**src/hw/cart_pkg.sv**
```systemverilog
// cartridge shared definitions
package cart_pkg;

	// --------------------------------------------------
	// data widths
	// --------------------------------------------------
	typedef logic [15:0] cart_addr_t;  // cpu side cartridge address
	typedef logic [7:0]  cart_byte_t;  // cpu data byte
	typedef logic [15:0] word_t;       // download, rom and sd buffer word
	typedef logic [24:0] dl_addr_t;    // download byte address
	typedef logic [23:0] rom_addr_t;   // word address into external rom
	typedef logic [16:0] cram_addr_t;  // cart ram byte address, 128 KB
	typedef logic [8:0]  rom_bank_t;   // rom bank number or mask
	typedef logic [3:0]  ram_bank_t;   // ram bank number or mask
	typedef logic [31:0] sd_lba_t;     // sd block number

	// controller kind decoded from the header type byte
	typedef enum logic [2:0] {
		MBC_NONE,
		MBC_1,
		MBC_2,
		MBC_3,
		MBC_5
	} mbc_kind_t;

	// backup transfer state
	typedef enum logic [1:0] {
		BK_IDLE,
		BK_LOAD,
		BK_SAVE
	} bk_state_t;

	// --------------------------------------------------
	// header offsets in the rom image
	// --------------------------------------------------
	localparam dl_addr_t HDR_MBC_ADDR  = 25'h146;  // type in upper byte
	localparam dl_addr_t HDR_SIZE_ADDR = 25'h148;  // {ram code, rom code}

	localparam logic [3:0] RAM_ENABLE_KEY = 4'hA;  // low nibble that opens ram

	// --------------------------------------------------
	// cpu register regions, cart address bits 15:13
	// --------------------------------------------------
	localparam logic [2:0] REGION_RAM_EN   = 3'd0;  // 0000-1FFF
	localparam logic [2:0] REGION_ROM_BANK = 3'd1;  // 2000-3FFF
	localparam logic [2:0] REGION_RAM_BANK = 3'd2;  // 4000-5FFF
	localparam logic [2:0] REGION_MODE     = 3'd3;  // 6000-7FFF
	localparam logic [2:0] REGION_CRAM     = 3'd5;  // A000-BFFF

endpackage
```
**src/hw/mbc_regs.sv**
```systemverilog
// bank controller registers
`timescale 1ns/1ns

module mbc_regs (
	input  logic                  clk_sys,
	input  logic                  reset,
	input  logic                  ce_cpu2x_i,
	input  logic                  cart_wr_i,
	input  logic                  dl_active_i,
	input  logic                  loading_i,
	input  cart_pkg::cart_addr_t  cart_addr_i,
	input  cart_pkg::cart_byte_t  cart_di_i,
	input  cart_pkg::mbc_kind_t   mbc_kind_i,
	output cart_pkg::rom_bank_t   rom_bank_o,
	output cart_pkg::ram_bank_t   ram_bank_o,
	output logic                  mbc1_mode_o,
	output logic                  rtc_mode_o,
	output logic                  ram_enable_o
);

	logic is_mbc5;
	logic is_mbc3;

	assign is_mbc5 = (mbc_kind_i == cart_pkg::MBC_5);
	assign is_mbc3 = (mbc_kind_i == cart_pkg::MBC_3);

	always_ff @(posedge clk_sys) begin
		if (reset || dl_active_i || loading_i) begin
			rom_bank_o   <= 9'd1;  // bank 1 sits at 4000 out of reset
			ram_bank_o   <= '0;
			mbc1_mode_o  <= 1'b0;
			rtc_mode_o   <= 1'b0;
			ram_enable_o <= 1'b0;
		end else if (ce_cpu2x_i && cart_wr_i) begin
			case (cart_addr_i[15:13])
				cart_pkg::REGION_RAM_EN:
					ram_enable_o <= (cart_di_i[3:0] == cart_pkg::RAM_ENABLE_KEY);

				cart_pkg::REGION_ROM_BANK: begin
					if (is_mbc5) begin
						if (cart_addr_i[12])
							rom_bank_o[8] <= cart_di_i[0];     // 3000-3FFF, bit 8
						else
							rom_bank_o[7:0] <= cart_di_i;      // 2000-2FFF, zero allowed
					end else if (cart_di_i[6:0] == 7'd0) begin
						rom_bank_o <= 9'd1;                    // bank 0 reads as 1
					end else begin
						rom_bank_o <= {2'b00, cart_di_i[6:0]};
					end
				end

				cart_pkg::REGION_RAM_BANK: begin
					if (is_mbc3 && cart_di_i[3]) begin
						rtc_mode_o <= 1'b1;  // rtc register select
					end else if (is_mbc5) begin
						ram_bank_o <= cart_di_i[3:0];
					end else begin
						rtc_mode_o <= 1'b0;
						ram_bank_o <= {2'b00, cart_di_i[1:0]};
					end
				end

				// rom/ram mode select, only mbc1 has it
				cart_pkg::REGION_MODE:
					if (mbc_kind_i == cart_pkg::MBC_1)
						mbc1_mode_o <= cart_di_i[0];

				default: ;
			endcase
		end
	end

endmodule

```
**config.mk**
```make
export PLATFORM = sky130hd
export DESIGN_NAME = mbc_regs
export DESIGN_NICKNAME = d
export VERILOG_FILES = /design/src/hw/cart_pkg.sv /design/src/hw/mbc_regs.sv
export SDC_FILE = /design/constraint.sdc
export NUM_CORES = 1
export LEC_CHECK = 0
export ABC_AREA = 1
export ABC_CLOCK_PERIOD_IN_PS = 2150
export BUFFER_PORTS_ARGS = -buffer_cell sky130_fd_sc_hd__buf_2
export CORE_AREA = 2 2 46 48
export CTS_CLUSTER_DIAMETER = 80
export CTS_CLUSTER_SIZE = 20
export DETAILED_ROUTE_END_ITERATION = 6
export DIE_AREA = 0 0 48 50
export PLACE_DENSITY = 0.93
export SYNTH_ARGS = -nofsm -noshare
export SYNTH_HDL_FRONTEND = slang
export SYNTH_SLANG_ARGS = --single-unit
```
**constraint.sdc**
```tcl
create_clock -name clk_sys -period 2.15 [get_ports clk_sys]
set_clock_uncertainty 0.15 [all_clocks]
set_input_delay 0.1075 -clock clk_sys [delete_from_list [all_inputs] [get_ports clk_sys]]
set_output_delay 0.1075 -clock clk_sys [all_outputs]
set_load 0.05 [all_outputs]
```
==> results.cfg <==
[die]
initial_core_util_pct = 43.8
die_area_sq_mm = 0.00240
rows = 16
io_pins = 49
die_w_um = 48
core_sq_mm = 0.00190
die_h_um = 50

[layout]
utilization_pct = 62.6
drive_gt1_share_pct = 31.8
antenna_cells = 0
n_fill_cell = 148
areaGrowthSynthToFinish_pct = 43.0
nets = 207

[worst_setup_path]
path_delay_family = buffers and inverters
crit_fanout = 4
arrival_ns = 1.86
worstSetupStartpointType = primary input
cp_cell_sequence = dlygate4sd3_1, buf_2, nor2_1, dlymetal6s4s_1, nand2_2, dlygate4sd3_1, a21oi_1
path_common_cell = dlygate4sd3_1
critPathCaptureType = register
max_stage_delay_ns = 0.56
crit_buf_inv = 4
crit_slowest_cell = dlygate4sd3_1
worstSetupPathType = in2reg
cp_data_required_time_ns = 2.23

[placement]
port_buffers = 36
dp_hpwl_um = 1440
gp_congestion = 0.808

[logic_synthesis]
syn_area_per_cell_sq_um = 6.76
syn-num-nets = 156
ys_seq_area_share_pct = 38.5
synth_top_area_cell = dfxtp_1
synth_seq_cells = 16
synth_cell_types = 17
syn_inst = 123
netlist_area_sq_um = 832
synthTopCellsByArea = dfxtp_1 38%, nor2_1 13%, nand2_1 10%, nand3_1 7.2%, nor2_4 6.8%
ys_warn_count = 0
synth_top_area_share_pct = 38.5

[detailed_routing]
drt-total-wl_um = 2200
vias_per_cell = 4.79
drc_errors = 0
wire_per_inst_um = 11.0
ant_nets = 0
drtIter0Drc = 28
via_count = 957
drtPass1Iterations = 4

[pwr]
ir_drop_mv = 0.230
p_leak_nw = 0.562
power_density_mw_per_mm2 = 497

[cts]
clk-insertion-delay-late_ns = 0.29
tritoncts = built
cts_made_buffers = 3
cts_setup_buffers = 0
cts_sinks = 16
cts.clk_slew.worst_paths_ns = 0.10
clock_path_buffers = 2
cts-root-buf = clkbuf_4
htree_num_levels = 1

[sta]
fmax_mhz = 562
finalSetupViolCount = 0
relSlewSlack_pct = 78.9
worstMarginPinSlew_ns = 0.315
hold_viol_final = 0
whs_ns = 0.0109
rsz0062_at_grt = no
drv_slew = 0
finalCriticalPeriod_ns = 1.78
period_share_pct = 82.7
tns_ns = 0

[status]
status = finished, final reports clean

[global_route]
grt_pass1_vias = 869
grt-ovfl-total = 0
grt_max_degree = 14
grt_antenna_before_repair = 0
grt_first_pass_wirelength_um = 3460
track_usage_pct = 20.4

[job]
drv_cap = 0

[worst_hold_path]
hold_class = in2reg
## registers in the layout (all words and copies together), names as in the netlist
name,flops
rom_bank_o,9
ram_enable_o,1
rtc_mode_o,1
mbc1_mode_o,1
ram_bank_o,4
## metrics by stage
stage	cells	total power [W]	setup WS (ns)	area (sq um)
floorplan	123	0.000345	1.03	832
global placement	185	0.000375	1.03	1040
detailed placement	185	0.000377	0.965	1040
CTS	200	0.000589	0.0602	1180
global route	200	0.000618	0.358	1190
finish	200	0.000591	0.371	1190
## cells by family (layout without fill, tap and decap cells)
| group | Yosys count | after routing | synth area share, % |
|---|---|---|---|
| compound gates | 13 | 13 | 8.12 |
| flops | 16 | 16 | 38.5 |
| buf+inv | 17 | 67 | 8.72 |
| simple gates | 77 | 77 | 44.7 |
## cell usage in the layout, fill, tap and decap left out
cell / synthesis / layout
buf_2: 0 / 36
nor2_1: 29 / 29
nand2_1: 23 / 22
dfxtp_1: 16 / 16
inv_1: 12 / 12
nand3_1: 12 / 12
dlygate4sd3_1: 0 / 10
o21ai_0: 7 / 7
nor2_4: 5 / 5
a21oi_1: 5 / 5
inv_2: 3 / 3
clkbuf_4: 0 / 3
nand3_2: 2 / 2
nor2_2: 2 / 2
nor3_1: 2 / 2
nand2_4: 1 / 1
clkinv_4: 1 / 1
nand2_2: 0 / 1
o21bai_1: 1 / 1
nand4_1: 1 / 1
clkbuf_8: 0 / 1
dlymetal6s4s_1: 0 / 1
## power breakdown
part	leakage, nW	total (W)	internal (W)	switching, W
Sequential	0.129	0.000298	0.000297	0.000000444
Clock	0.0210	0.000203	0.000103	0.0000996
Combinational	0.412	0.0000907	0.0000387	0.0000520
Total	0.562	0.000591	0.000439	0.000152
## worst reg2reg max path, stage by stage, from the launching register on
cell and delay, ns:
dfxtp_1 0.34, nand2_1 0.05, a21oi_1 0.14, dlygate4sd3_1 0.56
## layout make-up
| cell class | count | area [sq um] | area share [%] |
|---|---|---|---|
| multi-input cells | 90 | 442 | 37.1 |
| flip-flops and latches | 16 | 320 | 26.9 |
| repair buffers | 47 | 293 | 24.6 |
| inverters | 16 | 65.1 | 5.47 |
| clock buffers | 4 | 36.3 | 3.05 |
| well taps | 27 | 33.8 | 2.84 |
## path summary, 6_finish.rpt
kind,startpoint,endpoint,slack [ns],cells past startpoint
hold / removal,cart_addr_i[15],mbc1_mode_o,0.01,4
setup / recovery,reset,rom_bank_o[8],0.37,7
hold reg to reg,rom_bank_o[2],rom_bank_o[2],0.34,2
setup reg to reg,rom_bank_o[7],rom_bank_o[7],0.86,3
## metal layers
metal	wire [um]	global-route usage, %	up-vias	share of wire, %
met1	854	20.7	411	39
li1	-	-	483	-
met2	1090	34.2	48	49
met5	0	0	-	0
met3	140	4.40	15	6.4
met4	121	14.9	0	5.5
## synth_stat cells (all sizes together)
library cell / number
a21oi: 5
buf: 1
clkinv: 1
dfxtp: 16
inv: 15
nand2: 24
nand3: 14
nand4: 1
nor2: 36
nor3: 2
o21ai: 7
o21bai: 1
## timing repair
item | in CTS | in global routing
hold buffers | 11 | 0
endpoints found under the hold margin | 9 | 0
gates resized for setup | 0 | 2
endpoints found under the setup margin | 0 | 2
No activity file was read; power rests on OpenSTA's default activity.
