### src/hw/cart_pkg.sv
// cartridge shared definitions
package cart_pkg;

	// --------------------------------------------------
	// data widths
	// --------------------------------------------------
	typedef logic [15:0] cart_addr_t;  // cpu side cartridge address
	typedef logic [7:0]  cart_byte_t;  // cpu data byte
	typedef logic [15:0] word_t;       // download, rom and sd buffer word
	typedef logic [24:0] dl_addr_t;    // download byte address
	typedef logic [23:0] rom_addr_t;   // word address into external rom
	typedef logic [16:0] cram_addr_t;  // cart ram byte address, 128 KB
	typedef logic [8:0]  rom_bank_t;   // rom bank number or mask
	typedef logic [3:0]  ram_bank_t;   // ram bank number or mask
	typedef logic [31:0] sd_lba_t;     // sd block number

	// controller kind decoded from the header type byte
	typedef enum logic [2:0] {
		MBC_NONE,
		MBC_1,
		MBC_2,
		MBC_3,
		MBC_5
	} mbc_kind_t;

	// backup transfer state
	typedef enum logic [1:0] {
		BK_IDLE,
		BK_LOAD,
		BK_SAVE
	} bk_state_t;

	// --------------------------------------------------
	// header offsets in the rom image
	// --------------------------------------------------
	localparam dl_addr_t HDR_MBC_ADDR  = 25'h146;  // type in upper byte
	localparam dl_addr_t HDR_SIZE_ADDR = 25'h148;  // {ram code, rom code}

	localparam logic [3:0] RAM_ENABLE_KEY = 4'hA;  // low nibble that opens ram

	// --------------------------------------------------
	// cpu register regions, cart address bits 15:13
	// --------------------------------------------------
	localparam logic [2:0] REGION_RAM_EN   = 3'd0;  // 0000-1FFF
	localparam logic [2:0] REGION_ROM_BANK = 3'd1;  // 2000-3FFF
	localparam logic [2:0] REGION_RAM_BANK = 3'd2;  // 4000-5FFF
	localparam logic [2:0] REGION_MODE     = 3'd3;  // 6000-7FFF
	localparam logic [2:0] REGION_CRAM     = 3'd5;  // A000-BFFF

endpackage
### src/hw/backup_ctrl.sv
// backup ram save and load
`timescale 1ns/1ns

module backup_ctrl (
	input  logic                  clk_sys,
	input  logic                  reset,
	input  logic                  dl_active_i,
	input  logic                  img_mounted_i,
	input  logic                  img_readonly_i,
	input  logic                  load_req_i,
	input  logic                  save_req_i,
	input  logic                  osd_open_i,
	input  logic                  autosave_i,
	input  logic                  sd_ack_i,
	input  logic                  sd_buff_wr_i,
	input  logic                  cram_wr_i,
	input  logic                  has_battery_i,
	input  logic [63:0]           img_size_i,
	input  cart_pkg::mbc_kind_t   mbc_kind_i,
	input  cart_pkg::cart_byte_t  ram_size_code_i,
	output cart_pkg::sd_lba_t     sd_lba_o,
	output logic                  sd_rd_o,
	output logic                  sd_wr_o,
	output logic                  bk_wr_o,
	output logic                  save_pending_o,
	output logic                  loading_o
);

	cart_pkg::bk_state_t state;
	logic       bk_ena;            // writable save image present
	logic       old_dl;
	logic       old_load;
	logic       old_save;
	logic       old_ack;
	logic       is_mbc2;
	logic       sav_supported;
	logic       save_lvl;          // menu request or autosave
	logic       dl_end;
	logic       start_load;
	logic       start_save;
	logic [7:0] file_mask;         // last block of the file

	assign is_mbc2       = (mbc_kind_i == cart_pkg::MBC_2);
	assign sav_supported = has_battery_i && (ram_size_code_i != 8'd0 || is_mbc2) && bk_ena;
	assign save_lvl      = save_req_i | (save_pending_o & osd_open_i & autosave_i);
	assign dl_end        = old_dl & ~dl_active_i;
	assign start_load    = (state == cart_pkg::BK_IDLE) && bk_ena &&
		((load_req_i & ~old_load) || (dl_end && |img_size_i));
	assign start_save    = (state == cart_pkg::BK_IDLE) && bk_ena && !start_load &&
		(save_lvl & ~old_save);
	assign bk_wr_o       = sd_buff_wr_i & sd_ack_i;  // only while the host is serving us
	assign loading_o     = (state == cart_pkg::BK_LOAD);

	always_comb begin
		if (is_mbc2)                    file_mask = 8'h01;  // 512 nibbles
		else if (ram_size_code_i == 8'd1) file_mask = 8'h03;
		else if (ram_size_code_i == 8'd2) file_mask = 8'h0F;
		else if (ram_size_code_i == 8'd3) file_mask = 8'h3F;
		else                            file_mask = 8'hFF;  // 128 KB
	end

	// --------------------------------------------------
	// enable, pending and edge history
	// --------------------------------------------------
	always_ff @(posedge clk_sys) begin
		if (reset) begin
			bk_ena         <= 1'b0;
			save_pending_o <= 1'b0;
			old_dl         <= 1'b0;
			old_load       <= 1'b0;
			old_save       <= 1'b0;
			old_ack        <= 1'b0;
		end else begin
			old_dl   <= dl_active_i;
			old_load <= load_req_i;
			old_save <= save_lvl;
			old_ack  <= sd_ack_i;
			if (dl_active_i && !old_dl)
				bk_ena <= 1'b0;                // new cart, forget old image
			if (dl_active_i && img_mounted_i && !img_readonly_i)
				bk_ena <= 1'b1;
			if (start_load || start_save)
				save_pending_o <= 1'b0;
			else if (cram_wr_i && !osd_open_i && sav_supported)
				save_pending_o <= 1'b1;        // ram differs from the file
		end
	end

	// --------------------------------------------------
	// block walker
	// --------------------------------------------------
	always_ff @(posedge clk_sys) begin
		if (reset) begin
			state    <= cart_pkg::BK_IDLE;
			sd_lba_o <= '0;
			sd_rd_o  <= 1'b0;
			sd_wr_o  <= 1'b0;
		end else begin
			if (sd_ack_i && !old_ack) begin
				sd_rd_o <= 1'b0;  // host took the request
				sd_wr_o <= 1'b0;
			end
			if (start_load || start_save) begin
				state    <= start_load ? cart_pkg::BK_LOAD : cart_pkg::BK_SAVE;
				sd_lba_o <= '0;
				sd_rd_o  <= start_load;
				sd_wr_o  <= start_save;
			end else if (state != cart_pkg::BK_IDLE && old_ack && !sd_ack_i) begin
				if (sd_lba_o[7:0] >= file_mask) begin
					state <= cart_pkg::BK_IDLE;  // whole file done
				end else begin
					sd_lba_o <= sd_lba_o + 32'd1;
					sd_rd_o  <= (state == cart_pkg::BK_LOAD);
					sd_wr_o  <= (state == cart_pkg::BK_SAVE);
				end
			end
		end
	end

endmodule

### config.mk
export PLATFORM = sky130hd
export DESIGN_NAME = backup_ctrl
export DESIGN_NICKNAME = d
export VERILOG_FILES = /design/src/hw/cart_pkg.sv /design/src/hw/backup_ctrl.sv
export SDC_FILE = /design/constraint.sdc
export NUM_CORES = 1
export LEC_CHECK = 0
export BUFFER_PORTS_ARGS = -buffer_cell sky130_fd_sc_hd__buf_4
export CORE_MARGIN = 2
export CORE_UTILIZATION = 45
export DETAILED_ROUTE_END_ITERATION = 7
export PLACE_DENSITY = 0.79
export RECOVER_POWER = 50
export REMOVE_ABC_BUFFERS = 1
export SLEW_MARGIN = 25
export SYNTH_ARGS = -nofsm -noshare
export SYNTH_HDL_FRONTEND = slang
export SYNTH_SLANG_ARGS = --single-unit
### constraint.sdc
create_clock -name clk_sys -period 4.5 [get_ports clk_sys]
set_clock_uncertainty 0.05 [all_clocks]
set_input_delay 0.675 -clock clk_sys [delete_from_list [all_inputs] [get_ports clk_sys]]
set_output_delay 0.675 -clock clk_sys [all_outputs]
set_load 0.05 [all_outputs]
==> qor.txt <==
outcome = finished, final reports clean
I/O pin count = 125
htree depth = 2
Final Max Tran Viols = 0
post-synthesis sequential area ratio = 0.380
Power Dens Cells = 244 mW/mm^2
worst-path cell chain = buf_4 > nor4_1 > nand2_1 > o21ai_0 > ha_1 > a211oi_1 > o21ai_1 > a2111oi_2 > buf_4 > nand3_1 > xor2_1 > nor2_1
P&R area growth vs syn = 43.4%
TritonCTS clock tree = built
final setup vio count = 0
Hold Path Stages = 2
Ant. Diodes = 0
Detail Route Antenna Nets = 0
Non-Filler Instances = 454
wire per inst = 14.4 um
Post-DP HPWL = 5200 um
setup TNS = 0 ns
startpoint types = primary input
vias in the first global route = 2,218
YS warnings = 0
Post-Syn Area per Cell = 8.51 um^2
critical path data arrival time = 3.31 ns
CP max stage delay = 0.41 ns
cts hold-fix bufs = 0
1st-iter DRT viols = 118
delay-heaviest family, CP = compound AO/OA/AOI/OAI gates
Reg-to-Reg End = sd_lba_o[12]
Hold Slack = 0.442 ns
initial antenna violation count = 0
worst path required time = 4.61 ns
Top reg by flops = sd_lba_o
CTS clk-pin slew, worst paths = 0.07 ns
Hold Crit Start = save_pending_o
GRT Residual Overflow = 0
most common cell after layout, fill and taps aside = buf_4
R2R setup slack = 2.04 ns
die area = 0.00550 mm^2
LEAKAGE = 0.00132 uW
setup bufs post-CTS = 0
layout cells sized above 1 = 0.271
clock buffer depth = 2
Routed Wire Length = 6530 um
placed insts = 447
# fillers = 451
Crit Path Max Fanout = 11
most frequent CP cell = buf_4
Inserted Clock Buffers = 5
global-route wire length before repair = 10,500 um
PortBufs = 124
WS Path Type = primary input to flop
max-cap viol count = 0
Register-to-Register Path Depth = 8
1st-pass router iterations = 4
core area = 0.00472 mm^2
Vias = 2,382
CTS sink cnt = 42
Initial Utilization = 0.469
Largest register FFs = 32
top cell type's share of synthesized area = 0.380
footprint of the multi-input gates = 0.00131 mm^2
flops & latches, synth = 42
Least-Margin Pin Slew = 0.633 ns
Die H = 74.1 um
drt drc = 0
CTS root buffer = clkbuf_8
RD Place Congestion = 0.860
Crit. End Element = flop
hold path endpoint = save_pending_o
vias per std cell = 5.25
buffers plus inverters on the worst setup path = 2
post-cts sizing count = 0
Worst slew margin = 0.578
most frequent cells in the layout = 88 x buf_4, 42 x nor2_1, 42 x dfxtp_1
synth unique cells = 40
FF/Latch Area = 841 um^2
fin nets = 483
RSZ-0062 raised after global routing = false
Global Route Usage Sum = 0.250
top cells by area, synth = dfxtp_1 38%, xor2_1 9.9%, nor2_1 7.1%
largest net degree at the start of global routing = 34
post-synthesis cell area = 0.00221 mm^2
# rows = 25
Clk Latency, worst-skew pair = 0.30 ns
die width = 74.1 um
top flop regs = sd_lba_o: 32 flops, state: 2 flops
Tmin final = 3.20 ns
Synth Instances = 260
part of the cycle the worst path needs = 0.710
CP max stage cell = a2111oi_2
HP Class = flop to flop
Crit Reg-Reg Startpoint = sd_lba_o[3]
largest area contributor in the netlist = dfxtp_1
fmax = 0.313 GHz
Peak VDD IR = 0.159 mV
Fin. Hold Viols = 0
[kinds of logic (layout without fill, tap and decap cells)]
kind of cell	count (synthesis)	count (layout)	share of synthesized area
buf+inv	11	138	0.0300
flops	42	42	0.380
simple gates	139	139	0.323
xor+xnor	32	32	0.127
compound gates	28	28	0.0950
fa+ha+maj	8	8	0.0452
[cell type report]
cell class / count / share of cell area
Clock buffer: 6 / 0.0260
Sequential cell: 42 / 0.265
Timing Repair Buffer: 126 / 0.256
Multi-Input combinational cell: 207 / 0.412
Clock inverter: 1 / 0.00946
Tap cell: 67 / 0.0264
Inverter: 5 / 0.00591
[report_power, final]
part	switching [uW]	total (uW)	internal, uW	leakage [uW]
combinational	36.4	93.9	57.5	0.000920
clock	126	303	177	0.0000573
sequential	2.56	377	375	0.000340
[worst max-delay path by stage]
stage	depth (start not counted)	endpoint	slack [ns]	from
detailed placement	11	sd_lba_o[4]	1.01	ram_size_code_i[5]
CTS	11	sd_lba_o[4]	1.32	ram_size_code_i[5]
floorplan	10	sd_lba_o[20]	1.11	ram_size_code_i[5]
finish	12	sd_lba_o[12]	1.30	ram_size_code_i[5]
global route	11	sd_lba_o[4]	0.92	ram_size_code_i[5]
global placement	11	sd_lba_o[5]	1.09	ram_size_code_i[5]
[through the flow]
stage / setup WS [ns] / utilization / instance area, um^2 / power, uW
3_5_place_dp: 1.01 / 0.677 / 3200 / 482
3_3_place_gp: 1.09 / 0.677 / 3200 / 480
6_report: 1.30 / 0.672 / 3170 / 774
4_1_cts: 1.32 / 0.700 / 3310 / 784
2_1_floorplan: 1.11 / - / 2170 / 412
5_1_grt: 0.917 / 0.672 / 3170 / 809
[synth_stat cells]
| cell type | instances |
|---|---|
| a2111oi_0 | 1 |
| a2111oi_2 | 2 |
| a211oi_1 | 1 |
| a21bo_2 | 1 |
| a21boi_2 | 1 |
| a21o_1 | 3 |
| a21oi_1 | 6 |
| a311o_2 | 1 |
| a311oi_1 | 1 |
| a31oi_1 | 2 |
| and2_1 | 1 |
| and3_1 | 2 |
| and4_1 | 4 |
| and4b_1 | 1 |
| buf_2 | 2 |
| buf_6 | 3 |
| clkbuf_1 | 1 |
| dfxtp_1 | 42 |
| ha_1 | 8 |
| inv_1 | 5 |
| nand2_1 | 20 |
| nand2b_1 | 3 |
| nand3_1 | 14 |
| nand3b_1 | 2 |
| nand4_1 | 18 |
| nor2_1 | 42 |
| nor2b_1 | 4 |
| nor3_1 | 5 |
| nor4_1 | 18 |
| nor4_2 | 1 |
| o2111a_1 | 1 |
| o211ai_1 | 1 |
| o21ai_0 | 5 |
| o21ai_1 | 1 |
| o32ai_1 | 1 |
| or2_2 | 1 |
| or3_1 | 2 |
| or3b_2 | 1 |
| xnor2_1 | 7 |
| xor2_1 | 25 |
[routing by layer]
metal	GRT usage	share of wire	vias to the layer above
li1	-	-	1196
met1	0.331	0.45	1105
met2	0.417	0.48	73
met3	0.0596	0.057	8
met4	0.0586	0.013	0
met5	0	0	-
[worst register-to-register path, stage by stage, from the launching register on]
cell and delay, ns:
dfxtp_1 0.49, ha_1 0.31, a211oi_1 0.24, o21ai_1 0.23, a2111oi_2 0.41, buf_4 0.24, nand3_1 0.12, xor2_1 0.16
nor2_1 0.06
No activity file was read; power rests on OpenSTA's default activity.
