--- config.mk ---
export PLATFORM = sky130hd
export DESIGN_NAME = cart_header
export DESIGN_NICKNAME = d
export VERILOG_FILES = /design/src/hw/cart_pkg.sv /design/src/hw/cart_header.sv
export SDC_FILE = /design/constraint.sdc
export NUM_CORES = 1
export LEC_CHECK = 0
export BUFFER_PORTS_ARGS = -buffer_cell sky130_fd_sc_hd__buf_2
export CAP_MARGIN = 20
export CORE_MARGIN = 2
export CORE_UTILIZATION = 53
export CTS_CLUSTER_DIAMETER = 40
export DETAILED_ROUTE_END_ITERATION = 7
export HOLD_SLACK_MARGIN = 0.03
export PLACE_DENSITY = 0.82
export SLEW_MARGIN = 20
export SYNTH_ARGS = -nofsm -noshare
export SYNTH_HDL_FRONTEND = slang
export SYNTH_SLANG_ARGS = --single-unit
--- constraint.sdc ---
create_clock -name clk_sys -period 6 [get_ports clk_sys]
set_input_delay 1.8 -clock clk_sys [delete_from_list [all_inputs] [get_ports clk_sys]]
set_output_delay 1.8 -clock clk_sys [all_outputs]
set_load 0.1 [all_outputs]
--- src/hw/cart_pkg.sv ---
// cartridge shared definitions
package cart_pkg;

	// --------------------------------------------------
	// data widths
	// --------------------------------------------------
	typedef logic [15:0] cart_addr_t;  // cpu side cartridge address
	typedef logic [7:0]  cart_byte_t;  // cpu data byte
	typedef logic [15:0] word_t;       // download, rom and sd buffer word
	typedef logic [24:0] dl_addr_t;    // download byte address
	typedef logic [23:0] rom_addr_t;   // word address into external rom
	typedef logic [16:0] cram_addr_t;  // cart ram byte address, 128 KB
	typedef logic [8:0]  rom_bank_t;   // rom bank number or mask
	typedef logic [3:0]  ram_bank_t;   // ram bank number or mask
	typedef logic [31:0] sd_lba_t;     // sd block number

	// controller kind decoded from the header type byte
	typedef enum logic [2:0] {
		MBC_NONE,
		MBC_1,
		MBC_2,
		MBC_3,
		MBC_5
	} mbc_kind_t;

	// backup transfer state
	typedef enum logic [1:0] {
		BK_IDLE,
		BK_LOAD,
		BK_SAVE
	} bk_state_t;

	// --------------------------------------------------
	// header offsets in the rom image
	// --------------------------------------------------
	localparam dl_addr_t HDR_MBC_ADDR  = 25'h146;  // type in upper byte
	localparam dl_addr_t HDR_SIZE_ADDR = 25'h148;  // {ram code, rom code}

	localparam logic [3:0] RAM_ENABLE_KEY = 4'hA;  // low nibble that opens ram

	// --------------------------------------------------
	// cpu register regions, cart address bits 15:13
	// --------------------------------------------------
	localparam logic [2:0] REGION_RAM_EN   = 3'd0;  // 0000-1FFF
	localparam logic [2:0] REGION_ROM_BANK = 3'd1;  // 2000-3FFF
	localparam logic [2:0] REGION_RAM_BANK = 3'd2;  // 4000-5FFF
	localparam logic [2:0] REGION_MODE     = 3'd3;  // 6000-7FFF
	localparam logic [2:0] REGION_CRAM     = 3'd5;  // A000-BFFF

endpackage
--- src/hw/cart_header.sv ---
// cartridge header capture
`timescale 1ns/1ns

module cart_header (
	input  logic                  clk_sys,
	input  logic                  reset,
	input  logic                  dl_active_i,
	input  logic                  dl_wr_i,
	input  cart_pkg::dl_addr_t    dl_addr_i,
	input  cart_pkg::word_t       dl_data_i,
	output cart_pkg::mbc_kind_t   mbc_kind_o,
	output cart_pkg::rom_bank_t   rom_mask_o,
	output cart_pkg::ram_bank_t   ram_mask_o,
	output cart_pkg::cart_byte_t  ram_size_code_o,
	output logic                  has_battery_o
);

	cart_pkg::cart_byte_t type_q;  // controller type byte
	cart_pkg::cart_byte_t rom_size_q;
	cart_pkg::cart_byte_t ram_size_q;

	// header words pass by during the download, grab the ones we need
	always_ff @(posedge clk_sys) begin
		if (reset) begin
			type_q     <= '0;
			rom_size_q <= '0;
			ram_size_q <= '0;
		end else if (dl_active_i && dl_wr_i) begin
			if (dl_addr_i == cart_pkg::HDR_MBC_ADDR)
				type_q <= dl_data_i[15:8];
			if (dl_addr_i == cart_pkg::HDR_SIZE_ADDR) begin
				rom_size_q <= dl_data_i[7:0];   // low byte is rom code
				ram_size_q <= dl_data_i[15:8];  // high byte is ram code
			end
		end
	end

	// --------------------------------------------------
	// decode
	// --------------------------------------------------
	always_comb begin
		case (type_q)
			8'h01, 8'h02, 8'h03:                      mbc_kind_o = cart_pkg::MBC_1;
			8'h05, 8'h06:                             mbc_kind_o = cart_pkg::MBC_2;
			8'h0F, 8'h10, 8'h11, 8'h12, 8'h13:        mbc_kind_o = cart_pkg::MBC_3;
			8'h19, 8'h1A, 8'h1B, 8'h1C, 8'h1D, 8'h1E: mbc_kind_o = cart_pkg::MBC_5;
			default:                                  mbc_kind_o = cart_pkg::MBC_NONE;
		endcase

		// battery backed variants
		case (type_q)
			8'h03, 8'h06, 8'h09, 8'h0D, 8'h10,
			8'h13, 8'h1B, 8'h1E, 8'h22, 8'hFF: has_battery_o = 1'b1;
			default:                           has_battery_o = 1'b0;
		endcase

		case (rom_size_q)
			8'd0:    rom_mask_o = 9'h001;  // 32 KB, direct
			8'd1:    rom_mask_o = 9'h003;  // 4 banks
			8'd2:    rom_mask_o = 9'h007;
			8'd3:    rom_mask_o = 9'h00F;
			8'd4:    rom_mask_o = 9'h01F;
			8'd5:    rom_mask_o = 9'h03F;
			8'd6:    rom_mask_o = 9'h07F;  // 2 MB
			8'd7:    rom_mask_o = 9'h0FF;
			8'd8:    rom_mask_o = 9'h1FF;  // 8 MB
			default: rom_mask_o = 9'h07F;  // odd sizes 52..54 and the rest
		endcase

		if (ram_size_q < 8'd3)
			ram_mask_o = 4'h0;  // none, 2 KB or 8 KB, one bank
		else if (ram_size_q == 8'd3)
			ram_mask_o = 4'h3;  // 32 KB
		else
			ram_mask_o = 4'hF;  // 128 KB
	end

	assign ram_size_code_o = ram_size_q;

endmodule

==> results.toml, run 1 <==
[status]
status = "finished, final reports clean"

[detailed_routing]
via_per_inst = 5.477
wl_um = 4418
first_iter_violations = 116
dr.pass1.iters = 4
drc = 0
postRouteAntennaNets = 0
drt-wirelength-per-cell_um = 13.35
num_vias = 1813

[power]
peakVddDrop_uv = 123.2
power.leakage_nw = 1.056
cellPowerDensity_nw_per_um2 = 172.2

[timing]
hold_viol_final = 0
setup_violations = 0
worstMarginPinSlew_ns = 0.6379
rsz0062_at_grt = "no"
finalClockSkew_ns = 0.006483
drv_slew = 0
fmax_mhz = 252.8
tns_ns = 0
fin_crit_sh = 0.6593
timing.hold.ws_ns = 0.4616
min_period_ns = 3.956
slew_headroom = 0.5747

[floorplanning]
ios = 70
start_util = 0.5604
rows = 21
die_w_um = 63.87
die_h_um = 63.87
core_sq_um = 3390
die-area_sq_um = 4079

[run]
cap_violations = 0

[critical_path]
crit_family = "simple AND/OR/NAND/NOR gates"
cp-start-kind = "input pin"
path_class = "in -> reg"
path_max_fanout = 12
path_buf_inv = 1
cp.required_ns = 6.24
crit_chain = "buf_2, nor4_4, and4_4, nand3_1, mux2i_1, nor2_1, ha_1, nand2_1, nor2_1, a2111o_1, o211ai_1, mux2i_1"
crit_path_max_incr_delay_ns = 0.37
crit_slowest_cell = "and4_4"
cp-end-kind = "flip-flop"
cp.arrival_ns = 4.20

[final_layout]
final_area_sq_um = 2280
syn2layout_area_growth_pct = 20.03
layout.nets = 331
fin_util = 0.6726
drive_gt1_frac = 0.3263
antenna_cells = 0

[placed_design]
postPlaceCellArea_sq_um = 2230
dp_hpwl_um = 3299
portBuffers = 68
gp_congestion = 0.8915

[synth]
synth_flop_cell = "dfxtp_1"
ys_async_sr_fraction = 0
yosys-top-cells-area = "dfxtp_1 (37%), nand2_1 (7.5%), a21oi_1 (4.7%), nor4_4 (3.4%), mux2i_1 (2.6%)"
synth.most_common_cell = "nand2_1"
yosysTopAreaCell = "dfxtp_1"
synth-seq-area-share = 0.3689
synth.avg_cell_area_sq_um = 8.594
synthCells = 221
ys_types = 53
ys_ff_latch = 35
synth_enable_flop_cells = 0
syn-cell-area_sq_um = 1899
ys_warn_count = 0
syn-num-nets = 268
synth.top_cell.area_share = 0.3689
synthTopCellsByCount = "nand2_1 (38), dfxtp_1 (35), a21oi_1 (18), nor2_1 (13), o21ai_0 (8)"

[grt]
grt_pass1_vias = 1723
grt_antenna_before_repair = 0
grt_pass1_wl_um = 7307
overflow = 0
track_usage = 0.2254
grt_max_degree = 39

[cts]
cts_buffers = 5
root_buffer = "clkbuf_4"
cts_htree_levels = 2
postCtsSetupBuffers = 0
worstSkewPairLatency_ns = 0.35
cts_hold_buffers = 0
clock_path_buffers = 2
clkTransAtPathRegs_ns = 0.11
cts.sinks = 35
postCtsResizedCells = 0
cts_tree = "built"

[min_path]
min_path_type = "reg -> reg"
[where the power goes]
| group | leakage, nW | internal [mW] | switching [mW] |
|---|---|---|---|
| clock | 0.0293 | 0.0456 | 0.0811 |
| sequential | 0.282 | 0.232 | 0.00000000181 |
| combinational | 0.745 | 0.0142 | 0.0194 |
| total | 1.06 | 0.292 | 0.101 |
[through the flow]
| step | setup WS, ns | power (mW) | cells |
|---|---|---|---|
| 2_1_floorplan | 1.224 | 0.2506 | 221 |
| 3_3_place_gp | 1.802 | 0.2708 | 323 |
| 3_5_place_dp | 1.672 | 0.2709 | 323 |
| 4_1_cts | 2.043 | 0.3942 | 331 |
| 5_1_grt | 1.839 | 0.4084 | 331 |
| 6_report | 2.044 | 0.3926 | 331 |
[per-layer routing]
metal,wire length (um),track usage,up-vias,part of all wire
met1,1880,0.2709,825,0.43
met4,97,0.1141,0,0.022
met2,2203,0.3880,63,0.50
met5,0,0,-,0
met3,236,0.03345,10,0.053
li1,-,-,915,-
[final timing paths]
kind                                     from       endpoint  slack (ns)  cells after the start
worst max-delay path            dl_addr_i[15]      flip-flop        2.04                     12
worst min-delay path            rom_size_q[7]  rom_size_q[7]        0.46                      2
worst max register to register      type_q[1]      flip-flop        4.28                      8
worst min register to register  rom_size_q[7]  rom_size_q[7]        0.46                      2
[cells by family (layout without fill, tap and decap cells)]
group	count (synthesis)	after routing	synth area share
DFF	35	35	0.3689
other	1	1	0.001974
adders and majority gates	2	2	0.01317
AOI/OAI and AO/OA	50	50	0.1779
muxes	5	5	0.02635
and+or+nand+nor	110	110	0.3623
buffers and inverters	18	82	0.04940
[layout by cell type, fill, tap and decap left out, drive strengths merged, types with 3 or more instances in the layout]
cell	netlist	routed
a21oi	18	18
clkbuf	5	7
a31oi	3	3
a21o	3	3
and3	4	4
nand4	6	6
nor3	5	5
o31ai	3	3
nor2	13	13
o21ai	9	9
and2	8	8
buf	8	69
inv	5	5
dfxtp	35	35
nor4	7	7
nand2	38	38
mux2i	5	5
nor2b	3	3
nand2b	6	6
nand3	6	6
[worst min-delay path, cell delays in order, from the launching register on]
cell and delay [ns]:
dfxtp_1 0.32, nand2_1 0.05, a21oi_1 0.05
[final cells by class]
| class | count | area [sq um] |
|---|---|---|
| clock buffer | 7 | 45.04 |
| clock inverter | 1 | 5.005 |
| fill | 287 | 1110 |
| inverter | 5 | 18.77 |
| multi-input combinational | 168 | 1105 |
| sequential | 35 | 700.7 |
| tap | 46 | 57.56 |
| timing repair buffer | 69 | 347.8 |
No activity file was read; power rests on OpenSTA's default activity.
==> run 2: changes to the inputs <==
--- a/config.mk
+++ b/config.mk
@@ -5,14 +5,15 @@
 export SDC_FILE = /design/constraint.sdc
 export NUM_CORES = 1
 export LEC_CHECK = 0
+export ABC_AREA = 1
 export BUFFER_PORTS_ARGS = -buffer_cell sky130_fd_sc_hd__buf_2
 export CAP_MARGIN = 20
 export CORE_MARGIN = 2
-export CORE_UTILIZATION = 53
+export CORE_UTILIZATION = 49
 export CTS_CLUSTER_DIAMETER = 40
 export DETAILED_ROUTE_END_ITERATION = 7
 export HOLD_SLACK_MARGIN = 0.03
-export PLACE_DENSITY = 0.82
+export PLACE_DENSITY = 0.77
 export SLEW_MARGIN = 20
 export SYNTH_ARGS = -nofsm -noshare
 export SYNTH_HDL_FRONTEND = slang
==> constraint.sdc (replaced) <==
create_clock -name clk_sys -period 3.9 [get_ports clk_sys]
set_input_delay 1.17 -clock clk_sys [delete_from_list [all_inputs] [get_ports clk_sys]]
set_output_delay 1.17 -clock clk_sys [all_outputs]
set_load 0.1 [all_outputs]
==> results.toml, run 2 <==
[critical_path]
r2r-start = "type_q[1]"
crit_family = "buffers and inverters"
reg2reg_slack_ns = 2.58
crit_path_max_incr_delay_ns = 0.44
crit_cells = 9
cp-end-kind = "output pin"
r2r_cells = 9
path_buf_inv = 4
cpMostUsedCell = "inv_1"
cp-start-kind = "flip-flop"
crit_slowest_cell = "buf_2"
crit_chain = "inv_1, nor2_1, inv_1, a21oi_1, a21oi_1, o22ai_1, inv_1, o22ai_1, buf_2"
cp.required_ns = 2.73
cp.arrival_ns = 1.86
path_max_fanout = 3
path_class = "reg -> out"

[synth]
ys_ff_latch = 35
synth.area.mux_share = 0
synth-seq-area-share = 0.3733
synth.top_cell.area_share = 0.3733
yosysTopAreaCell = "dfxtp_1"
synth_fa_ha_area_frac = 0.01333
synth.most_common_cell = "inv_1"
ys_async_sr_fraction = 0
ys_warn_count = 0
synth_simple_gate_area_frac = 0.3693
synth_enable_flop_cells = 0
synth_top_family_by_area = "simple AND/OR/NAND/NOR gates"
syn-num-nets = 316
syn-cell-area_sq_um = 1877
synth_xor_xnor_area_share = 0
synth.avg_cell_area_sq_um = 6.977
synthCells = 269
synthTopCellsByCount = "inv_1 (48), nand2_1 (39), dfxtp_1 (35), nor2_1 (34), o21ai_0 (18)"
synth_compound_area_frac = 0.1093
ys_types = 26
synth_flop_cell = "dfxtp_1"
yosys-top-cells-area = "dfxtp_1 (37%), inv_1 (9.6%), nand2_1 (7.8%), nor2_1 (6.8%), o21ai_0 (4.8%)"

[final_layout]
syn2layout_area_growth_pct = 24.80
layout.nets = 385
antenna_cells = 0
final_cell_mix = "buf_2 (68), inv_1 (48), nand2_1 (39), dfxtp_1 (35), nor2_1 (34)"
fin_util = 0.6398
fin_cells = 387
mostFrequentLayoutCell = "buf_2"
fillers = 339
drive_gt1_frac = 0.3540

[cts]
cts_hold_buffers = 0
postCtsResizedCells = 0
postCtsSetupBuffers = 0
root_buffer = "clkbuf_8"
cts_tree = "built"
cts_htree_levels = 2
cts_buffers = 5
clock_path_buffers = 2
cts.sinks = 35
clkTransAtPathRegs_ns = 0.07
worstSkewPairLatency_ns = 0.28

[detailed_routing]
drc = 0
num_vias = 1840
first_iter_violations = 76
wl_um = 3842
via_per_inst = 4.755
postRouteAntennaNets = 0
drt-wirelength-per-cell_um = 9.928
dr.pass1.iters = 4

[status]
status = "finished, final reports clean"

[grt]
overflow = 0
track_usage = 0.1887
grt_pass1_vias = 1665
grt_max_degree = 27
grt_pass1_wl_um = 6382
grt_antenna_before_repair = 0

[placed_design]
dp_hpwl_um = 3113
portBuffers = 68
place_inst = 379
gp_congestion = 0.7952

[timing]
rsz0062_at_grt = "no"
finalClockSkew_ns = 0.006938
drv_slew = 0
fmax_mhz = 330.4
tns_ns = 0
fin_crit_sh = 0.7761
setup_violations = 0
hold_viol_final = 0
min_period_ns = 3.027

[min_path]
min_path_type = "reg -> reg"
worstHoldStart = "rom_size_q[4]"
hold_path_end = "rom_size_q[4]"
holdPathStages = 2

[floorplanning]
start_util = 0.5126
die_w_um = 65.89
die-area_sq_um = 4341
core_sq_um = 3661
die_h_um = 65.89
ios = 70
rows = 22

[power]
peakVddDrop_uv = 198.3
cellPowerDensity_nw_per_um2 = 293.4
power.leakage_nw = 1.335

[run]
cap_violations = 0
-- run 2: how the worst max path moves through the flow --
stage / from / endpoint / slack [ns]
2_1_floorplan: ram_size_code_o[4] / ram_mask_o[1] / 0.27
3_3_place_gp: dl_addr_i[21] / flip-flop / 1.14
3_5_place_dp: dl_addr_i[19] / flip-flop / 1.09
4_1_cts: type_q[1] / has_battery_o / 0.88
5_1_grt: type_q[1] / has_battery_o / 0.73
6_report: type_q[1] / has_battery_o / 0.87
-- run 2: worst min-delay path, stage by stage (launching register included) --
cell and delay (ns):
dfxtp_1 0.33, nor2_1 0.05, nor2_1 0.08
-- run 2: metrics by stage --
stage | power (mW) | area (sq um) | hold WS (ns) | setup slack [ns]
2_1_floorplan | 0.3888 | 1877 | 0.4554 | 0.2743
3_3_place_gp | 0.4135 | 2242 | 0.4705 | 1.141
3_5_place_dp | 0.4144 | 2242 | 0.4749 | 1.092
4_1_cts | 0.6940 | 2342 | 0.4899 | 0.8785
5_1_grt | 0.7153 | 2342 | 0.5116 | 0.7296
6_report | 0.6873 | 2342 | 0.4936 | 0.8732
-- run 2: cell type report --
cell class,instances,area (sq um),share of cell area
well taps,48,60.06,0.02564
inverters,57,214.0,0.09135
multi-input cells,171,927.1,0.3958
clock buffers,8,100.1,0.04273
flip-flops and latches,35,700.7,0.2991
repair buffers,68,340.3,0.1453
-- run 2: cells by family after synthesis --
family | Yosys count
other | 1
adders and majority gates | 2
DFF | 35
buffers and inverters | 63
AOI/OAI and AO/OA | 40
and+or+nand+nor | 128
-- run 2: routing by layer --
layer / up-vias / wire length (um) / GRT usage / share of wire
met1: 820 / 1656 / 0.1964 / 0.43
met2: 47 / 1905 / 0.3497 / 0.50
met3: 7 / 213 / 0.04770 / 0.055
met4: 0 / 67 / 0.08854 / 0.017
met5: - / 0 / 0 / 0
li1: 966 / - / - / -
-- run 2: power breakdown --
group	internal [mW]	switching, mW	leakage [nW]
registers	0.357	0.00000000427	0.282
clock network	0.161	0.120	0.0515
logic	0.0212	0.0275	1.00
total	0.540	0.148	1.34
