--- config.mk ---
export PLATFORM = sky130hd
export DESIGN_NAME = mbc_map
export DESIGN_NICKNAME = d
export VERILOG_FILES = /design/src/hw/cart_pkg.sv /design/src/hw/mbc_map.sv
export SDC_FILE = /design/constraint.sdc
export NUM_CORES = 1
export LEC_CHECK = 0
export BUFFER_PORTS_ARGS = -buffer_cell sky130_fd_sc_hd__buf_2
export CAP_MARGIN = 20
export CORE_MARGIN = 5
export CORE_UTILIZATION = 26
export DETAILED_ROUTE_END_ITERATION = 8
export PLACE_DENSITY = 0.76
export SETUP_SLACK_MARGIN = 0.02
export SLEW_MARGIN = 20
export SYNTH_ARGS = -nofsm -noshare
export SYNTH_HDL_FRONTEND = slang
export SYNTH_SLANG_ARGS = --single-unit
--- constraint.sdc ---
create_clock -name vclk -period 1.1
set_input_delay 0.165 -clock vclk [all_inputs]
set_output_delay 0.165 -clock vclk [all_outputs]
set_load 0.1 [all_outputs]
--- src/hw/cart_pkg.sv ---
// cartridge shared definitions
package cart_pkg;

	// --------------------------------------------------
	// data widths
	// --------------------------------------------------
	typedef logic [15:0] cart_addr_t;  // cpu side cartridge address
	typedef logic [7:0]  cart_byte_t;  // cpu data byte
	typedef logic [15:0] word_t;       // download, rom and sd buffer word
	typedef logic [24:0] dl_addr_t;    // download byte address
	typedef logic [23:0] rom_addr_t;   // word address into external rom
	typedef logic [16:0] cram_addr_t;  // cart ram byte address, 128 KB
	typedef logic [8:0]  rom_bank_t;   // rom bank number or mask
	typedef logic [3:0]  ram_bank_t;   // ram bank number or mask
	typedef logic [31:0] sd_lba_t;     // sd block number

	// controller kind decoded from the header type byte
	typedef enum logic [2:0] {
		MBC_NONE,
		MBC_1,
		MBC_2,
		MBC_3,
		MBC_5
	} mbc_kind_t;

	// backup transfer state
	typedef enum logic [1:0] {
		BK_IDLE,
		BK_LOAD,
		BK_SAVE
	} bk_state_t;

	// --------------------------------------------------
	// header offsets in the rom image
	// --------------------------------------------------
	localparam dl_addr_t HDR_MBC_ADDR  = 25'h146;  // type in upper byte
	localparam dl_addr_t HDR_SIZE_ADDR = 25'h148;  // {ram code, rom code}

	localparam logic [3:0] RAM_ENABLE_KEY = 4'hA;  // low nibble that opens ram

	// --------------------------------------------------
	// cpu register regions, cart address bits 15:13
	// --------------------------------------------------
	localparam logic [2:0] REGION_RAM_EN   = 3'd0;  // 0000-1FFF
	localparam logic [2:0] REGION_ROM_BANK = 3'd1;  // 2000-3FFF
	localparam logic [2:0] REGION_RAM_BANK = 3'd2;  // 4000-5FFF
	localparam logic [2:0] REGION_MODE     = 3'd3;  // 6000-7FFF
	localparam logic [2:0] REGION_CRAM     = 3'd5;  // A000-BFFF

endpackage
--- src/hw/mbc_map.sv ---
// cartridge address map and read mux
`timescale 1ns/1ns

module mbc_map (
	input  cart_pkg::cart_addr_t  cart_addr_i,
	input  cart_pkg::mbc_kind_t   mbc_kind_i,
	input  cart_pkg::rom_bank_t   rom_bank_i,
	input  cart_pkg::rom_bank_t   rom_mask_i,
	input  cart_pkg::ram_bank_t   ram_bank_i,
	input  cart_pkg::ram_bank_t   ram_mask_i,
	input  logic                  mbc1_mode_i,
	input  logic                  rtc_mode_i,
	input  logic                  ram_enable_i,
	input  cart_pkg::word_t       rom_data_i,
	input  cart_pkg::cart_byte_t  cram_q_i,
	input  logic                  cart_rd_i,
	input  logic                  cart_wr_i,
	output cart_pkg::rom_addr_t   rom_addr_o,
	output cart_pkg::cram_addr_t  cram_addr_o,
	output logic                  cram_wr_o,
	output cart_pkg::cart_byte_t  cart_do_o
);

	logic [6:0]           mbc1_bank;  // ram bank bits on top in mode 0
	cart_pkg::rom_bank_t  bank_sel;   // masked bank for 4000-7FFF
	logic [9:0]           page;       // 8 KB page into rom
	cart_pkg::ram_bank_t  ram_sel;
	cart_pkg::cart_byte_t cram_byte;
	logic                 is_cram;
	logic                 mbc2_nib;   // 512 x 4 bit ram on mbc2

	assign mbc1_bank = {mbc1_mode_i ? 2'b00 : ram_bank_i[1:0], rom_bank_i[4:0]};

	// --------------------------------------------------
	// rom banking
	// --------------------------------------------------
	always_comb begin
		case (mbc_kind_i)
			cart_pkg::MBC_1:                  bank_sel = {2'b00, mbc1_bank & rom_mask_i[6:0]};
			cart_pkg::MBC_2, cart_pkg::MBC_3: bank_sel = {2'b00, rom_bank_i[6:0] & rom_mask_i[6:0]};
			cart_pkg::MBC_5:                  bank_sel = rom_bank_i & rom_mask_i;
			default:                          bank_sel = '0;
		endcase

		if (mbc_kind_i == cart_pkg::MBC_NONE)
			page = {8'd0, cart_addr_i[14:13]};  // plain 32 KB
		else if (cart_addr_i[15:14] == 2'b00)
			page = {9'd0, cart_addr_i[13]};     // fixed bank 0
		else if (cart_addr_i[15:14] == 2'b01)
			page = {bank_sel, cart_addr_i[13]};
		else
			page = '0;
	end

	assign rom_addr_o = {2'b00, page, cart_addr_i[12:1]};

	// --------------------------------------------------
	// cart ram
	// --------------------------------------------------
	always_comb begin
		case (mbc_kind_i)
			cart_pkg::MBC_1:                  ram_sel = mbc1_mode_i ? ram_bank_i & ram_mask_i : '0;
			cart_pkg::MBC_3, cart_pkg::MBC_5: ram_sel = ram_bank_i & ram_mask_i;
			default:                          ram_sel = '0;
		endcase
	end

	assign is_cram     = (cart_addr_i[15:13] == cart_pkg::REGION_CRAM);
	assign cram_addr_o = {ram_sel, cart_addr_i[12:0]};
	assign cram_wr_o   = cart_wr_i & is_cram;
	assign mbc2_nib    = (mbc_kind_i == cart_pkg::MBC_2) && (cart_addr_i[15:9] == 7'b1010000);

	always_comb begin
		if (!ram_enable_i)
			cram_byte = 8'hFF;                 // closed ram floats high
		else if (mbc2_nib)
			cram_byte = {4'hF, cram_q_i[3:0]};
		else if (rtc_mode_i)
			cram_byte = 8'h00;                 // rtc not modelled
		else
			cram_byte = cram_q_i;
	end

	assign cart_do_o = (cart_rd_i && is_cram) ? cram_byte :
		cart_addr_i[0] ? rom_data_i[15:8] : rom_data_i[7:0];

endmodule

==> run_results.csv, run 1 <==
group,metric,value,unit
global_routing,first_global_vias,1359,
routing,drtPass1Iterations,2,
floorplan,initial_utilization,26.82,%
global_routing,grt_pass1_wl,6313,um
placement,port_buffers,98,
floorplan,fp.dieArea,0.003982,sq mm
floorplan,pin_count,124,
setup_path,path_cells,"buf_6, nor4_4, a211oi_4, buf_12, a221oi_4, buf_12",
min_path,hold_path.class,"in -> out",
timing,setup_violations,22,
timing,finalWorstSetupSlack,-0.4547,ns
logic_synthesis,synth_top_area_share,28.67,%
status,outcome,"finished with violations",
global_routing,grt.overflow.total,0,
setup_path,cp.required,0.94,ns
floorplan,rows,19,
power_and_ir_drop,finalPower,1.212,mW
setup_path,worstPathMaxFanout,8,
logic_synthesis,synthCells,99,
status,violations,"setup timing",
logic_synthesis,synth_compound_area_share,18.94,%
routing,drt-total-wl,3743,um
setup_path,cp_common_cell,"buf_12",
routing,drc,0,
routing,ant_nets,0,
timing,finalHoldViolCount,0,
placement,place_hpwl,3187,um
setup_path,crit_slowest_cell,"a221oi_4",
logic_synthesis,synth_area_leaders,"buf_4 29%, mux2i_1 11%, and3_1 8.5%",
logic_synthesis,synth.distinct_cells,31,
layout,syn_to_final_growth,186.7,%
setup_path,max_stage_delay,0.32,ns
timing,period_needed,1.555,ns
layout,fill_cells,177,
job,max-cap-violations,0,
setup_path,start_kind,"input port",
logic_synthesis,synth_simple_gate_area_share,37.54,%
logic_synthesis,netlist_area,733.2,sq um
global_routing,grtUsageTotal,18.97,%
layout,post-route-util,76.89,%
routing,wire_per_inst,16.78,um
timing,period_share,141.3,%
layout,drive_gt1_share,86.46,%
routing,viasPerCell,5.076,
power_and_ir_drop,leakage,0.9707,nW
logic_synthesis,synth_top_family_by_area,"simple AND/OR/NAND/NOR gates",
timing,max_freq,643.2,MHz
global_routing,antenna_found_initial,0,
layout,regArea,0,sq um
power_and_ir_drop,p_per_area,576.5,mW/mm^2
layout,finish.net_count,268,
logic_synthesis,yosysTopAreaCell,"buf_4",
routing,drtIter0Drc,23,
setup_path,cp_top_family,"buffers and inverters",
logic_synthesis,synth-xor-area-share,0,%
floorplan,die_h,63.11,um
routing,vias,1132,
clocking,ctsHoldBuffers,0,
layout,diodes,0,
setup_path,critical_path_class,"in -> out",
floorplan,die_x,63.11,um
logic_synthesis,synth_warnings,0,
power_and_ir_drop,peakVddDrop,0.5889,mV
layout,stdcell_count,223,
logic_synthesis,syn_avg_cell_area,7.406,sq um
timing,tns,-6.501,ns
placement,post-place-cells,222,
logic_synthesis,synthMuxAreaShare,10.92,%
layout,n_clock_buffer,0,
logic_synthesis,synth_fa_ha_area_share,0,%
setup_path,arrival,1.39,ns
setup_path,crit_path_end_kind,"output pin",
floorplan,coreArea,0.002734,sq mm
layout,seq_cell_count,0,
global_routing,grt_max_degree,13,
placement,place_congestion,0.7020,
timing,rsz0062_at_grt,"yes",
setup_path,critical_path_buf_inv_count,3,
timing,final_max_slew_viol_count,0,
logic_synthesis,yosysSeqAreaShare,0,%
[synth_stat cells]
cell,n
buf_4,28
and3_1,10
mux2i_1,8
nor3_1,7
nand2b_1,6
a221oi_1,4
a22oi_1,4
nand2_1,3
nor2_1,3
a21oi_1,2
a31oi_1,2
nand3_1,2
o21a_1,2
a211oi_4,1
a21boi_0,1
and3b_1,1
and3b_2,1
and4b_1,1
buf_2,1
buf_6,1
clkbuf_2,1
conb_1,1
inv_1,1
nand4b_2,1
nor2b_1,1
nor3b_2,1
nor4_4,1
nor4b_1,1
o21ai_2,1
or3_1,1
or3b_1,1
[report_power, final]
part           switching (mW)  internal, mW
clock                       0             0
combinational           0.720         0.492
sequential                  0             0
[logic make-up (layout without fill, tap and decap cells)]
logic type	after synthesis	count (layout)
AO/OA/AOI/OAI	17	17
AND/OR/NAND/NOR	41	41
other	1	2
multiplexers	8	8
buffers and inverters	32	124
[metal layers]
metal  GRT usage (%)  wire (um)
met1           17.13       1091
met2           36.54       2008
met3           9.591        556
met4           4.775         86
met5               0          0
[metrics by stage]
stage,cell area [sq um],hold WS [ns],setup slack (ns)
floorplan,982.2,0.4955,-0.6886
global placement,1939,0.3311,-0.4541
detailed placement,1939,0.3311,-0.4925
CTS,2088,0.3311,-0.4734
global route,2102,0.3303,-0.4856
finish,2102,0.3301,-0.4547
[area by class of cell]
| type | count | area, sq um | area share, % |
|---|---|---|---|
| Multi-Input combinational cell | 68 | 805.8 | 38.33 |
| Tap cell | 31 | 38.79 | 1.845 |
| Inverter | 1 | 3.754 | 0.1786 |
| Timing Repair Buffer | 123 | 1254 | 59.64 |
[placed cells by master, fill, tap and decap left out, types with 4 or more instances in the layout]
cell type   n
a221oi_4    4
a22oi_2     4
and3_4     10
buf_12     33
buf_2      60
buf_4      16
buf_6      10
buf_8       4
mux2i_1     8
nand2b_1    5
nor3_1      4
[timing repair]
item | 4_1_cts | 5_1_grt
cloned | 0 | 0
setup endpoints to repair | 23 | 23
gates resized for setup | 34 | 3
setup buffers | 1 | 0
pin swaps | 15 | 11
[path summary, 6_finish.rpt]
kind | startpoint | endpoint | slack, ns | cells after the start
hold / removal | cart_addr_i[4] | cram_addr_o[4] | 0.33 | 0
setup / recovery | cart_addr_i[9] | cart_do_o[2] | -0.45 | 6
Note: power is estimated with default switching activity, not from simulation.
==> run 2: changes to the inputs <==
CORE_MARGIN = default   (was 5)
GPL_ROUTABILITY_DRIVEN = 0   (was default)
TNS_END_PERCENT = 50   (was default)
==> run 2 against run 1 <==
Effect of this change: die area is 24% lower; critical endpoint is now cart_do_o[3]; final cell count is 3.1% lower; fmax rose by 0.25%; setup slack better by 0.0039 ns; sequential share of layout area stayed put; final area down 5.7%; power decreased by 3.5%; the flow still finishes with violations (setup timing).
==> run_results.csv, run 2 (synthesized netlist as in run 1, its figures left out) <==
group,metric,value,unit
layout,stdcell_area,0.001982,sq mm
global_routing,grt.overflow.total,0,
global_routing,grtUsageTotal,19.83,%
floorplan,rows,18,
setup_path,critical_path_class,"in -> out",
min_path,hold_path.class,"in -> out",
floorplan,fp.dieArea,0.003037,sq mm
floorplan,initial_utilization,28.56,%
routing,drt-total-wl,3194,um
timing,tns,-6.275,ns
power_and_ir_drop,leakage,0.9159,nW
status,violations,"setup timing",
global_routing,antenna_found_initial,0,
layout,n_clock_buffer,0,
layout,regArea,0,sq um
routing,wire_per_inst,14.79,um
setup_path,worstPathMaxFanout,8,
placement,port_buffers,98,
layout,drive_gt1_share,82.80,%
placement,pre_cts_ws,-0.6744,ns
setup_path,crit_path_end_kind,"output pin",
placement,place_hpwl,2527,um
floorplan,die_x,55.11,um
timing,period_needed,1.551,ns
layout,diodes,0,
placement,placed_cell_area,0.001784,sq mm
layout,syn_to_final_growth,170.3,%
routing,ant_nets,0,
routing,drc,0,
timing,whs,0.3300,ns
power_and_ir_drop,p_per_area,589.7,mW/mm^2
timing,max_freq,644.8,MHz
layout,fill_cells,157,
floorplan,die_h,55.11,um
power_and_ir_drop,finalPower,1.169,mW
routing,drtPass1Iterations,4,
routing,vias,1089,
timing,period_share,141.0,%
layout,mostFrequentLayoutCell,"buf_2",
power_and_ir_drop,peakVddDrop,0.5248,mV
global_routing,first_global_vias,1044,
timing,finalWorstSetupSlack,-0.4508,ns
timing,finalHoldViolCount,0,
job,max-cap-violations,0,
timing,setup_violations,22,
layout,finish.net_count,262,
layout,seq_cell_count,0,
routing,viasPerCell,5.042,
status,outcome,"finished with violations",
global_routing,grt_pass1_wl,4429,um
setup_path,arrival,1.39,ns
placement,post-place-cells,213,
global_routing,grt_max_degree,13,
timing,rsz0062_at_grt,"yes",
setup_path,cp.required,0.94,ns
timing,final_max_slew_viol_count,0,
layout,post-route-util,77.19,%
floorplan,pin_count,124,
routing,drtIter0Drc,4,
floorplan,coreArea,0.002567,sq mm
layout,final_cell_mix,"61 x buf_2, 34 x buf_12, 15 x buf_4",
setup_path,start_kind,"input port",
layout,stdcell_count,216,
-- run 2: area by class of cell --
cell class / instances / area, sq um / area share, %
Inverter: 1 / 3.754 / 0.1894
Multi-Input combinational cell: 68 / 755.7 / 38.13
Tap cell: 30 / 37.54 / 1.894
Timing Repair Buffer: 117 / 1185 / 59.79
-- run 2: metal layers --
metal / GRT usage [%] / share of wire, % / vias to the layer above
met4: 5.833 / 2.3 / 0
li1: - / - / 508
met5: 0 / 0 / -
met1: 19.26 / 29 / 504
met3: 3.552 / 8.3 / 17
met2: 41.16 / 60 / 60
-- run 2: path summary, 6_finish.rpt --
kind	startpoint	to	slack, ns	cells after the start
setup / recovery	cart_addr_i[9]	cart_do_o[3]	-0.45	6
hold / removal	cart_addr_i[3]	rom_addr_o[2]	0.33	0
-- run 2: repair_timing --
action,in CTS,in global routing
setup buffers,2,1
resized for setup,28,9
hold buffers,0,0
hold endpoints to repair,0,0
endpoints found under the setup margin,23,23
pin swaps,14,12
-- run 2: worst max-delay path, stage by stage --
cell and delay [ns]:
buf_6 0.10, nor4_4 0.32, a211oi_4 0.11, buf_12 0.16, a221oi_4 0.31, buf_12 0.21
-- run 2: power by group --
group / switching, mW / leakage (nW) / internal (mW)
Combinational: 0.701 / 0.916 / 0.468
Clock: 0 / 0 / 0
Sequential: 0 / 0 / 0
Total: 0.701 / 0.916 / 0.468
==> run 3: changes to the inputs <==
REMOVE_ABC_BUFFERS = 1   (was default)
==> run 3 against run 2 <==
Effect of this change: the flow still finishes with violations (setup timing); final area increased by 1.1%; wire length increased by 14%; fmax increased by 0.48%; critical path type unchanged; critical endpoint is now cart_do_o[1]; highest routed layer unchanged.
==> run_results.csv, run 3 (synthesized netlist as in run 1, its figures left out) <==
group,metric,value,unit
routing,ant_nets,0,
routing,viasPerCell,5.106,
placement,post-place-cells,225,
timing,final_max_slew_viol_count,0,
floorplan,fp.dieArea,0.003037,sq mm
global_routing,grtUsageTotal,21.51,%
clocking,ctsHoldBuffers,0,
setup_path,critical_path.startpoint,"cart_addr_i[11]",
setup_path,path_cells,"buf_6, nor4_4, a211oi_4, buf_6, a221oi_2, buf_4, buf_12",
setup_path,crit_path_end_kind,"output pin",
timing,finalHoldViolCount,0,
routing,drtIter0Drc,9,
status,violations,"setup timing",
routing,wire_per_inst,15.99,um
floorplan,pin_count,124,
routing,drt-total-wl,3630,um
setup_path,arrival,1.38,ns
layout,stdcell_area,0.002004,sq mm
setup_path,start_kind,"input port",
timing,finalWorstSetupSlack,-0.4434,ns
power_and_ir_drop,peakVddDrop,0.5471,mV
setup_path,crit_path_end,"cart_do_o[1]",
floorplan,coreArea,0.002567,sq mm
layout,finish.net_count,273,
timing,setup_violations,22,
min_path,hold_path.class,"in -> out",
setup_path,worstPathMaxFanout,4,
global_routing,grt_pass1_wl,4726,um
layout,drive_gt1_share,85.28,%
timing,tns,-6.938,ns
layout,syn_to_final_growth,173.4,%
routing,vias,1159,
layout,final_cell_mix,"62 x buf_2, 33 x buf_12, 23 x buf_4",
timing,period_needed,1.543,ns
setup_path,max_stage_delay,0.31,ns
setup_path,cp.required,0.94,ns
power_and_ir_drop,p_per_area,591.8,mW/mm^2
placement,port_buffers,98,
setup_path,critical_path_class,"in -> out",
routing,drtPass1Iterations,4,
layout,post-route-util,78.07,%
layout,mostFrequentLayoutCell,"buf_2",
global_routing,grt.overflow.total,0,
power_and_ir_drop,finalPower,1.186,mW
layout,n_clock_buffer,0,
floorplan,die_h,55.11,um
setup_path,cp_common_cell,"buf_6",
floorplan,rows,18,
layout,stdcell_count,227,
job,max-cap-violations,0,
layout,seq_cell_count,0,
layout,diodes,0,
placement,placed_cell_area,0.001749,sq mm
routing,drc,0,
timing,rsz0062_at_grt,"yes",
status,outcome,"finished with violations",
timing,whs,0.3302,ns
timing,max_freq,647.9,MHz
setup_path,crit_slowest_cell,"nor4_4",
min_path,worstHoldStart,"cart_addr_i[5]",
timing,period_share,140.3,%
floorplan,initial_utilization,28.56,%
power_and_ir_drop,leakage,0.9549,nW
placement,place_hpwl,2647,um
global_routing,antenna_found_initial,0,
global_routing,first_global_vias,1116,
layout,regArea,0,sq um
global_routing,grt_max_degree,9,
placement,pre_cts_ws,-0.5193,ns
floorplan,die_x,55.11,um
run 3: area by class of cell:
cell class / instances / area, sq um
timing repair buffer: 128 / 1264
inverter: 1 / 3.754
multi-input combinational: 68 / 699.4
tap: 30 / 37.54
fill: 157 / 563.0
run 3: how the worst min path moves through the flow:
| stage | endpoint | slack (ns) | depth (start not counted) |
|---|---|---|---|
| after floorplan | cram_addr_o[0] | 0.33 | 0 |
| after detailed placement | rom_addr_o[4] | 0.33 | 0 |
| after global placement | rom_addr_o[4] | 0.33 | 0 |
| after CTS | rom_addr_o[4] | 0.33 | 0 |
| after global routing | rom_addr_o[0] | 0.33 | 0 |
| final | rom_addr_o[4] | 0.33 | 0 |
run 3: worst max-delay path, delay by kind of cell:
family | cells | cell delay (ns)
AND/OR/NAND/NOR | 1 | 0.31
buffers and inverters | 4 | 0.55
AO/OA/AOI/OAI | 2 | 0.33
run 3: power breakdown:
| group | switching, mW | leakage (nW) | internal, mW |
|---|---|---|---|
| Combinational | 0.703 | 0.955 | 0.483 |
| Clock | 0 | 0 | 0 |
| Sequential | 0 | 0 | 0 |
run 3: what timing repair did:
item | in CTS | in global routing
pin swaps | 21 | 8
resized for setup | 46 | 9
gates cloned | 0 | 0
buffers inserted | 3 | 0
setup endpoints to repair | 22 | 22
run 3: per-layer routing:
layer  track usage (%)  up-vias  share of wire (%)
li1                  -      535                  -
met1             20.83      536                 33
met2             42.57       84                 55
met3             9.290        4                 12
met4             2.500        0               0.94
met5                 0        -                  0
